<file path="config.mk">
export PLATFORM = sky130hd
export DESIGN_NAME = ex_unit_top
export DESIGN_NICKNAME = d
export VERILOG_FILES = /design/src/logic/ex_pkg.sv /design/src/logic/ex_pipe_slice.sv /design/src/logic/ex_decoder.sv /design/src/logic/ex_alu.sv /design/src/logic/ex_mult.sv /design/src/logic/ex_execute.sv /design/src/logic/ex_result.sv /design/src/logic/ex_unit_top.sv
export SDC_FILE = /design/constraint.sdc
export NUM_CORES = 2
export LEC_CHECK = 0
export ABC_CLOCK_PERIOD_IN_PS = 7750
export BUFFER_PORTS_ARGS = -buffer_cell sky130_fd_sc_hd__buf_2
export CORE_UTILIZATION = 30
export DETAILED_ROUTE_END_ITERATION = 10
export MAX_ROUTING_LAYER = met4
export PLACE_DENSITY_LB_ADDON = 0.15
export RECOVER_POWER = 100
export SYNTH_ARGS = -nofsm -noshare
export SYNTH_HDL_FRONTEND = slang
export SYNTH_SLANG_ARGS = --single-unit
</file>
<file path="constraint.sdc">
create_clock -name clk -period 7.75 [get_ports clk]
set_clock_uncertainty 0.15 [all_clocks]
set_input_delay 0.775 -clock clk [delete_from_list [all_inputs] [get_ports clk]]
set_output_delay 0.775 -clock clk [all_outputs]
set_load 0.01 [all_outputs]
</file>
<file path="src/logic/ex_pkg.sv">
// Opcodes, command, decoded-operation and write-back types, latency constants
package ex_pkg;

  ////////////////////
  // Constants
  ////////////////////

  // Multiplier iterations, one byte of operand b per step
  localparam int unsigned MULT_STEPS = 4;
  // High-unsigned multiply support
  localparam bit MULH_EN = 1'b1;

  ////////////////////
  // Opcodes
  ////////////////////

  typedef enum logic [3:0] {
    OP_ADD   = 4'h0,
    OP_SUB   = 4'h1,
    OP_AND   = 4'h2,
    OP_OR    = 4'h3,
    OP_XOR   = 4'h4,
    OP_SLL   = 4'h5,
    OP_SRL   = 4'h6,
    OP_SRA   = 4'h7,
    OP_SLT   = 4'h8,
    OP_SLTU  = 4'h9,
    OP_MUL   = 4'hA,
    OP_MULHU = 4'hB,
    OP_BEQ   = 4'hC,
    OP_BNE   = 4'hD,
    OP_BLT   = 4'hE,
    OP_BGEU  = 4'hF
  } ex_op_e;

  // Execution unit select
  typedef enum logic {
    UNIT_ALU  = 1'b0,
    UNIT_MULT = 1'b1
  } ex_unit_e;

  ////////////////////
  // Records
  ////////////////////

  // Incoming command, 105 bits
  typedef struct packed {
    ex_op_e      op;
    logic [31:0] operand_a;
    logic [31:0] operand_b;
    // Branch target for branch opcodes
    logic [31:0] operand_c;
    logic [4:0]  rd;
  } ex_cmd_t;

  // Decoded operation held in the decode register
  typedef struct packed {
    ex_unit_e    unit;
    ex_op_e      alu_func;
    logic        mult_high;
    logic [31:0] operand_a;
    logic [31:0] operand_b;
    logic [31:0] operand_c;
    logic [4:0]  rd;
    logic        we;
    logic        is_branch;
    logic        illegal;
  } ex_dec_t;

  // Write-back record
  typedef struct packed {
    logic        we;
    logic [4:0]  waddr;
    logic [31:0] wdata;
    logic        is_branch;
    logic        taken;
    logic [31:0] target;
    logic        illegal;
  } ex_wb_t;

endpackage

</file>
<file path="src/logic/ex_pipe_slice.sv">
// One-entry valid/ready register slice with a type-parameter payload
`timescale 1ns/1ps

module ex_pipe_slice #(
  parameter type payload_t = logic
) (
  input  logic     clk,
  input  logic     rst_n,
  // Upstream side
  input  logic     in_valid_i,
  output logic     in_ready_o,
  input  payload_t in_data_i,
  // Downstream side
  output logic     out_valid_o,
  input  logic     out_ready_i,
  output payload_t out_data_o
);

  logic     full_q;
  payload_t data_q;

  // Accept when empty or when the held entry leaves this cycle
  assign in_ready_o = ~full_q | out_ready_i;

  // Occupancy flag
  always_ff @(posedge clk or negedge rst_n) begin
    if (!rst_n) begin
      full_q <= 1'b0;
    end else if (in_ready_o) begin
      full_q <= in_valid_i;
    end
  end

  // Payload register, only loaded on a transfer in
  always_ff @(posedge clk) begin
    if (in_valid_i && in_ready_o) begin
      data_q <= in_data_i;
    end
  end

  assign out_valid_o = full_q;
  assign out_data_o  = data_q;

  ////////////////////
  // Assertions
  ////////////////////

  // Stalled entry stays valid and unchanged
  a_hold_stable: assert property (
    @(posedge clk) disable iff (!rst_n)
    (out_valid_o && !out_ready_i) |=> (out_valid_o && $stable(out_data_o))
  );

endmodule

</file>
<file path="src/logic/ex_decoder.sv">
// Combinational command decoder, unit select, ALU function and write-back flags
`timescale 1ns/1ps

module ex_decoder (
  input  ex_pkg::ex_cmd_t cmd_i,
  output ex_pkg::ex_dec_t dec_o
);

  always_comb begin
    // Defaults for a plain ALU operation
    dec_o           = '0;
    dec_o.unit      = ex_pkg::UNIT_ALU;
    dec_o.alu_func  = cmd_i.op;
    dec_o.operand_a = cmd_i.operand_a;
    dec_o.operand_b = cmd_i.operand_b;
    dec_o.operand_c = cmd_i.operand_c;
    dec_o.rd        = cmd_i.rd;
    dec_o.we        = 1'b1;

    case (cmd_i.op)
      // Low half of the product
      ex_pkg::OP_MUL: begin
        dec_o.unit = ex_pkg::UNIT_MULT;
      end

      // High half, only when the multiplier supports it
      ex_pkg::OP_MULHU: begin
        if (ex_pkg::MULH_EN) begin
          dec_o.unit      = ex_pkg::UNIT_MULT;
          dec_o.mult_high = 1'b1;
        end else begin
          // Flagged and retired through the ALU path with no write
          dec_o.we      = 1'b0;
          dec_o.illegal = 1'b1;
        end
      end

      // Branches never write the register file
      ex_pkg::OP_BEQ,
      ex_pkg::OP_BNE,
      ex_pkg::OP_BLT,
      ex_pkg::OP_BGEU: begin
        dec_o.we        = 1'b0;
        dec_o.is_branch = 1'b1;
      end

      // Arithmetic, logic, shift and compare
      default: begin
        dec_o.unit = ex_pkg::UNIT_ALU;
      end
    endcase
  end

endmodule

</file>
<file path="src/logic/ex_alu.sv">
// Single-cycle ALU with arithmetic, logic, shift, set-less-than and branch compare
`timescale 1ns/1ps

module ex_alu (
  input  ex_pkg::ex_op_e func_i,
  input  logic [31:0]    operand_a_i,
  input  logic [31:0]    operand_b_i,
  output logic [31:0]    result_o,
  output logic           cmp_o
);

  logic [4:0] shamt;
  logic       lt_signed;
  logic       lt_unsigned;
  logic       equal;

  // Shift amount from the low five bits of b
  assign shamt = operand_b_i[4:0];

  // Shared comparators
  assign lt_signed   = $signed(operand_a_i) < $signed(operand_b_i);
  assign lt_unsigned = operand_a_i < operand_b_i;
  assign equal       = operand_a_i == operand_b_i;

  ////////////////////
  // Result
  ////////////////////

  always_comb begin
    case (func_i)
      ex_pkg::OP_ADD:  result_o = operand_a_i + operand_b_i;
      ex_pkg::OP_SUB:  result_o = operand_a_i - operand_b_i;
      ex_pkg::OP_AND:  result_o = operand_a_i & operand_b_i;
      ex_pkg::OP_OR:   result_o = operand_a_i | operand_b_i;
      ex_pkg::OP_XOR:  result_o = operand_a_i ^ operand_b_i;
      ex_pkg::OP_SLL:  result_o = operand_a_i << shamt;
      ex_pkg::OP_SRL:  result_o = operand_a_i >> shamt;
      // Arithmetic shift keeps the sign
      ex_pkg::OP_SRA:  result_o = $unsigned($signed(operand_a_i) >>> shamt);
      ex_pkg::OP_SLT:  result_o = {31'd0, lt_signed};
      ex_pkg::OP_SLTU: result_o = {31'd0, lt_unsigned};
      // Multiplies and branches produce no ALU data
      default:         result_o = '0;
    endcase
  end

  ////////////////////
  // Branch decision
  ////////////////////

  always_comb begin
    case (func_i)
      ex_pkg::OP_BEQ:  cmp_o = equal;
      ex_pkg::OP_BNE:  cmp_o = ~equal;
      ex_pkg::OP_BLT:  cmp_o = lt_signed;
      ex_pkg::OP_BGEU: cmp_o = ~lt_unsigned;
      default:         cmp_o = 1'b0;
    endcase
  end

endmodule

</file>
<file path="src/logic/ex_mult.sv">
// Iterative radix-256 shift-add 32x32 multiplier with start/done handshake
`timescale 1ns/1ps

module ex_mult (
  input  logic        clk,
  input  logic        rst_n,
  input  logic        start_i,
  input  logic        high_i,
  input  logic [31:0] operand_a_i,
  input  logic [31:0] operand_b_i,
  output logic        busy_o,
  output logic        done_o,
  output logic [31:0] result_o
);

  localparam int unsigned STEP_W = $clog2(ex_pkg::MULT_STEPS);

  logic              busy_q;
  logic              done_q;
  logic [STEP_W-1:0] step_q;
  logic              last_step;

  // Datapath registers
  logic [63:0] mcand_q;
  logic [31:0] mplier_q;
  logic [63:0] acc_q;
  logic        high_q;

  assign last_step = (step_q == STEP_W'(ex_pkg::MULT_STEPS - 1));

  ////////////////////
  // Control
  ////////////////////

  always_ff @(posedge clk or negedge rst_n) begin
    if (!rst_n) begin
      busy_q <= 1'b0;
      done_q <= 1'b0;
      step_q <= '0;
    end else begin
      // Done is a single-cycle pulse after the final step
      done_q <= busy_q & last_step;
      if (start_i) begin
        busy_q <= 1'b1;
        step_q <= '0;
      end else if (busy_q) begin
        busy_q <= ~last_step;
        step_q <= step_q + STEP_W'(1);
      end
    end
  end

  ////////////////////
  // Datapath
  ////////////////////

  always_ff @(posedge clk) begin
    if (start_i) begin
      mcand_q  <= {32'd0, operand_a_i};
      mplier_q <= operand_b_i;
      acc_q    <= '0;
      high_q   <= high_i;
    end else if (busy_q) begin
      // One byte of b per step, a moves up a byte each time
      acc_q    <= acc_q + mcand_q * {56'd0, mplier_q[7:0]};
      mcand_q  <= mcand_q << 8;
      mplier_q <= mplier_q >> 8;
    end
  end

  assign busy_o   = busy_q;
  assign done_o   = done_q;
  assign result_o = high_q ? acc_q[63:32] : acc_q[31:0];

  ////////////////////
  // Assertions
  ////////////////////

  // No new operation while one is running
  a_no_restart: assert property (
    @(posedge clk) disable iff (!rst_n) start_i |-> !busy_o
  );

  // Fixed latency from start to the done pulse
  a_latency: assert property (
    @(posedge clk) disable iff (!rst_n) start_i |-> ##(ex_pkg::MULT_STEPS + 1) done_o
  );

endmodule

</file>
<file path="src/logic/ex_execute.sv">
// Execute stage that steers decoded operations to the ALU or the multiplier
`timescale 1ns/1ps

module ex_execute (
  input  logic            clk,
  input  logic            rst_n,
  // From the decode register
  input  logic            dec_valid_i,
  output logic            dec_ready_o,
  input  ex_pkg::ex_dec_t dec_i,
  // Raw result towards the result stage
  output logic            raw_valid_o,
  input  logic            raw_ready_i,
  output ex_pkg::ex_wb_t  raw_o
);

  logic [31:0]    alu_result;
  logic           alu_cmp;
  logic [31:0]    mult_result;
  logic           mult_busy;
  logic           mult_done;
  logic           mult_start;
  logic           mult_active;
  logic           is_mult;
  logic           hold_valid_q;
  ex_pkg::ex_wb_t hold_q;
  ex_pkg::ex_wb_t pend_q;
  ex_pkg::ex_wb_t alu_rec;
  ex_pkg::ex_wb_t mult_rec;

  ex_alu u_alu (
    .func_i      (dec_i.alu_func),
    .operand_a_i (dec_i.operand_a),
    .operand_b_i (dec_i.operand_b),
    .result_o    (alu_result),
    .cmp_o       (alu_cmp)
  );

  ex_mult u_mult (
    .clk         (clk),
    .rst_n       (rst_n),
    .start_i     (mult_start),
    .high_i      (dec_i.mult_high),
    .operand_a_i (dec_i.operand_a),
    .operand_b_i (dec_i.operand_b),
    .busy_o      (mult_busy),
    .done_o      (mult_done),
    .result_o    (mult_result)
  );

  ////////////////////
  // Steering
  ////////////////////

  assign is_mult = (dec_i.unit == ex_pkg::UNIT_MULT);
  // A multiply owns the stage from start until its result leaves
  assign mult_active = mult_busy | mult_done | hold_valid_q;
  assign mult_start  = dec_valid_i & is_mult & ~mult_active;
  // A multiply is taken at once, ALU ops only when the result stage takes them
  assign dec_ready_o = ~mult_active & (is_mult | raw_ready_i);
  assign raw_valid_o = mult_active ? (mult_done | hold_valid_q) : (dec_valid_i & ~is_mult);

  // ALU and illegal record
  always_comb begin
    alu_rec           = '0;
    alu_rec.we        = dec_i.we;
    alu_rec.waddr     = dec_i.rd;
    alu_rec.wdata     = dec_i.we ? alu_result : '0;
    alu_rec.is_branch = dec_i.is_branch;
    alu_rec.taken     = dec_i.is_branch & alu_cmp;
    alu_rec.target    = dec_i.is_branch ? dec_i.operand_c : '0;
    alu_rec.illegal   = dec_i.illegal;
  end

  // Multiply record, flags from the start plus the product
  always_comb begin
    mult_rec       = pend_q;
    mult_rec.wdata = mult_result;
  end

  assign raw_o = hold_valid_q ? hold_q : (mult_done ? mult_rec : alu_rec);

  ////////////////////
  // Multiply bookkeeping
  ////////////////////

  always_ff @(posedge clk or negedge rst_n) begin
    if (!rst_n) begin
      hold_valid_q <= 1'b0;
    end else if (mult_done) begin
      hold_valid_q <= ~raw_ready_i;
    end else if (raw_ready_i) begin
      hold_valid_q <= 1'b0;
    end
  end

  always_ff @(posedge clk) begin
    if (mult_start) begin
      pend_q       <= '0;
      pend_q.we    <= dec_i.we;
      pend_q.waddr <= dec_i.rd;
    end
    // Park the product if the result stage is stalled
    if (mult_done) begin
      hold_q <= mult_rec;
    end
  end

  // Offered result stays put until taken
  a_raw_stable: assert property (
    @(posedge clk) disable iff (!rst_n)
    (raw_valid_o && !raw_ready_i) |=> (raw_valid_o && $stable(raw_o))
  );

endmodule

</file>
<file path="src/logic/ex_result.sv">
// Result stage with register-0 write suppression and write-back register
`timescale 1ns/1ps

module ex_result (
  input  logic           clk,
  input  logic           rst_n,
  // Raw record from execute
  input  logic           raw_valid_i,
  output logic           raw_ready_o,
  input  ex_pkg::ex_wb_t raw_i,
  // Write-back output
  output logic           wb_valid_o,
  input  logic           wb_ready_i,
  output ex_pkg::ex_wb_t wb_o
);

  ex_pkg::ex_wb_t wb_clean;

  ////////////////////
  // Register 0 filter
  ////////////////////

  always_comb begin
    wb_clean = raw_i;
    // x0 is hardwired to zero
    if (raw_i.waddr == 5'd0) begin
      wb_clean.we    = 1'b0;
      wb_clean.wdata = '0;
    end
  end

  ////////////////////
  // Output register
  ////////////////////

  ex_pipe_slice #(
    .payload_t (ex_pkg::ex_wb_t)
  ) u_wb_slice (
    .clk         (clk),
    .rst_n       (rst_n),
    .in_valid_i  (raw_valid_i),
    .in_ready_o  (raw_ready_o),
    .in_data_i   (wb_clean),
    .out_valid_o (wb_valid_o),
    .out_ready_i (wb_ready_i),
    .out_data_o  (wb_o)
  );

endmodule

</file>
<file path="src/logic/ex_unit_top.sv">
// Execute subsystem top, decoder, decode register, execute and result stages
`timescale 1ns/1ps

module ex_unit_top (
  input  logic            clk,
  input  logic            rst_n,
  // Command input
  input  logic            cmd_valid_i,
  output logic            cmd_ready_o,
  input  ex_pkg::ex_cmd_t cmd_i,
  // Write-back output
  output logic            wb_valid_o,
  input  logic            wb_ready_i,
  output ex_pkg::ex_wb_t  wb_o
);

  ex_pkg::ex_dec_t dec_comb;
  ex_pkg::ex_dec_t dec_q;
  logic            dec_valid;
  logic            dec_ready;
  ex_pkg::ex_wb_t  raw;
  logic            raw_valid;
  logic            raw_ready;

  ex_decoder u_decoder (
    .cmd_i (cmd_i),
    .dec_o (dec_comb)
  );

  // Decode register
  ex_pipe_slice #(
    .payload_t (ex_pkg::ex_dec_t)
  ) u_dec_slice (
    .clk         (clk),
    .rst_n       (rst_n),
    .in_valid_i  (cmd_valid_i),
    .in_ready_o  (cmd_ready_o),
    .in_data_i   (dec_comb),
    .out_valid_o (dec_valid),
    .out_ready_i (dec_ready),
    .out_data_o  (dec_q)
  );

  ex_execute u_execute (
    .clk         (clk),
    .rst_n       (rst_n),
    .dec_valid_i (dec_valid),
    .dec_ready_o (dec_ready),
    .dec_i       (dec_q),
    .raw_valid_o (raw_valid),
    .raw_ready_i (raw_ready),
    .raw_o       (raw)
  );

  ex_result u_result (
    .clk         (clk),
    .rst_n       (rst_n),
    .raw_valid_i (raw_valid),
    .raw_ready_o (raw_ready),
    .raw_i       (raw),
    .wb_valid_o  (wb_valid_o),
    .wb_ready_i  (wb_ready_i),
    .wb_o        (wb_o)
  );

endmodule

</file>
==> qor.txt <==
Status: complete, but fails checks
Failing checks: max-capacitance violations, max-slew violations
Vias: 31000
GR peak layer: met2
Area Overhead vs Synth: 10.8%
CTS sink cnt: 393
WHS Path Cells: 1
R2r endpoint: u_result.u_wb_slice.out_data_o[42]$_SDFFCE_PN0P_
Initial antenna violation count: 7
GR Util met3: 3.61%
Relative slew slack: -139%
Synth Net Count: 4875
CP arrival: 6.95 ns
First-pass GRT wire length: 216000 um
Worst slew pin tran: 3.58 ns
Min Tclk post-route: 6.79 ns
Most frequent cells in the layout: inv_1 (574), fa_1 (412), nand2_1 (388)
GRT Residual Overflow: 0
Pin count of the biggest net entering global routing: 77
Drc violations: 0
Met2 usage: 35.4%
EDFF count, synth: 290
Tot GR Track Use: 22.7%
Routed Antenna Nets: 0
Drt wl/cell: 24.2 um
Share of cells above drive strength 1: 7.33%
CTS-repair resized insts: 0
I/O Pins: 184
Vias in the first global route: 31600
Share of the synthesized area in the top cell type: 22.2%
Critical setup path kind: flop to flop
Vias/cell: 5.16
GR Util met1: 30.3%
Post-Syn Area: 39200 um^2
Maxcap violations: 10
Critical Path RT: 7.91 ns
Syn_area_per_cell: 9.37 um^2
GPL Wtd Cong: 0.959
Largest area contributor in the synthesized netlist: edfxtp_1
IO Port Bufs: 182
Most common cell after layout, fill and taps aside: inv_1
Root buffer cell: clkbuf_16
RSZ-0062 raised after global routing: false
DP HPWL: 110000 um
CTS Hold Bufs: 1
Bufs on Longest Clock Path: 3
Clock Latency Late Sink: 0.69 ns
Ys Warns: 0
CP max FO: 49
CTS buffer count: 53
Max Fclk: 147 MHz
Synth top area cells: edfxtp_1 (22%), fa_1 (21%), and2_1 (5.6%)
R2R Path Start: u_dec_slice.out_data_o[41]$_DFFE_PP_
Post-Route WL: 146000 um
Die height: 363 um
FF-to-FF path depth: 10
Final hold vios: 0
Seq/Total Area, Yosys: 27.6%
Post-synth cell types: 92
Die width: 363 um
Worst Setup Start Kind: flop
TritonCTS clock tree: yes
TNS Setup: 0 ns
Core area: 129000 um^2
Hold/Removal Path Class: input port to flop
Most used DFF post-synth: edfxtp_1
Crit path capture type: flop
Final setup fails: 0
Worst Hold End: u_dec_slice.out_data_o[63]$_DFFE_PP_
Initial DRC count: 2746
H-Tree Depth: 2
Fin crit share: 87.6%
Clock Pin Slew Worst Setup and Hold Paths: 0.06 ns
Fin util: 33.5%
FP Rows: 132
Yosys reg bits: 393
Area of the die: 132000 um^2
Setup repair bufs after CTS: 0
Final net count: 4905
Syn Inst Count: 4183
Fin. max-slew vios: 425
Fillers: 13600
Initial Util: 30.3%
Async SR Flop Fraction: 1.78%
R2R setup slack: 0.96 ns
Hold_sp: cmd_i[60]
Drt pass-1 iters: 5
final cells by class:
cell class | instances | area, um^2 | share of cell area (%)
multi-input combinational | 2949 | 25200 | 58.0
sequential | 393 | 10800 | 24.9
inverter | 581 | 2180 | 5.03
tap | 1742 | 2180 | 5.02
clock buffer | 67 | 1390 | 3.20
timing repair buffer | 235 | 1190 | 2.74
clock inverter | 32 | 475 | 1.10
antenna | 6 | 15.0 | 0.0346
worst max-delay path by stage:
| stage | from | end | slack, ns | cells after the start |
|---|---|---|---|---|
| 6_report | u_dec_slice.out_data_o[41]$_DFFE_PP_ | u_result.u_wb_slice.out_data_o[42]$_SDFFCE_PN0P_ | 0.96 | 10 |
| 5_1_grt | u_execute.u_mult.mplier_q[3]$_DFFE_PP_ | u_execute.u_mult.acc_q[61]$_SDFFE_PP0P_ | 0.60 | 19 |
| 4_1_cts | u_execute.u_mult.mplier_q[5]$_DFFE_PP_ | u_execute.u_mult.acc_q[63]$_SDFFE_PP0P_ | 1.36 | 19 |
| 3_5_place_dp | u_execute.u_mult.mplier_q[5]$_DFFE_PP_ | u_execute.u_mult.acc_q[63]$_SDFFE_PP0P_ | 1.43 | 18 |
| 3_3_place_gp | u_execute.u_mult.mplier_q[5]$_DFFE_PP_ | u_execute.u_mult.acc_q[63]$_SDFFE_PP0P_ | 1.48 | 18 |
| 2_1_floorplan | u_execute.u_mult.done_o$_DFF_PN0_ | u_result.u_wb_slice.out_data_o[10]$_SDFFCE_PP0P_ | 1.56 | 5 |
cell usage after synthesis (all sizes together) (26+ instances only):
library cell and number:
inv 578, fa 412, nand2 388, and2 352
edfxtp 290, nor2 275, o21ai 239, a21oi 225
clkbuf 197, ha 171, mux2i 107, dfxtp 96
buf 63, mux4 62, xnor2 59, and3 48
nor3 48, nand3 45, a21o 44, xor2 38
a221oi 30, o211ai 30, o22ai 29, a211oi 26
worst max-delay path, cell delays in order, from the launching register on:
cell and delay [ns]:
edfxtp_1 0.31, clkbuf_1 1.39, clkbuf_2 1.25, mux4_2 0.68, o21ai_0 0.78, o32ai_1 0.20
a21oi_1 0.28, o21ai_0 0.11, a21oi_1 0.36, a2bb2oi_1 0.61, a21oi_1 0.26
through the flow:
stage                     hold WS (ns)  std cells  worst slack (ns)  area (um^2)
final                            0.107       6005             0.961        43400
after global routing            0.0917       6003             0.599        43400
after CTS                       0.0625       5998              1.36        43600
after detailed placement         0.266       5898              1.43        41700
after global placement           0.257       5898              1.48        41700
after floorplan                  0.250       4183              1.56        39200
cell families (layout without fill, tap and decap cells):
group	count (synthesis)	in the layout	share of synthesized area [%]
buffers and inverters	841	915	8.17
multiplexers	176	176	6.50
flip-flops	393	393	27.6
XOR/XNOR	97	97	2.17
adder cells (fa/ha/maj)	583	583	26.5
other	1	7	0.00957
AO/OA/AOI/OAI	815	815	13.0
AND/OR/NAND/NOR	1277	1277	16.0
sequential cells by signal (all words and copies together), names as in the netlist:
signal / count
u_execute.u_mult.busy_o: 1
u_result.u_wb_slice.out_valid_o: 1
u_execute.u_mult.step_q: 2
u_dec_slice.out_data_o: 109
u_execute.u_mult.acc_q: 64
u_execute.hold_valid_q: 1
u_execute.u_mult.high_q: 1
u_execute.u_mult.mcand_q: 64
u_execute.u_mult.done_o: 1
u_execute.mult_rec: 6
u_dec_slice.out_valid_o: 1
u_result.u_wb_slice.out_data_o: 72
u_execute.u_mult.mplier_q: 32
u_execute.hold_q: 38
routing by layer:
| layer | part of all wire (%) | vias up | wire length (um) |
|---|---|---|---|
| met4 | 2.9 | 0 | 4270 |
| met1 | 45 | 15800 | 65400 |
| met3 | 5.9 | 173 | 8540 |
| met2 | 46 | 931 | 67400 |
| li1 | - | 14100 | - |
| met5 | 0 | - | 0 |
Power is not shown: default switching activity piles up to over one toggle a cycle in this logic, so the estimate is an artifact.
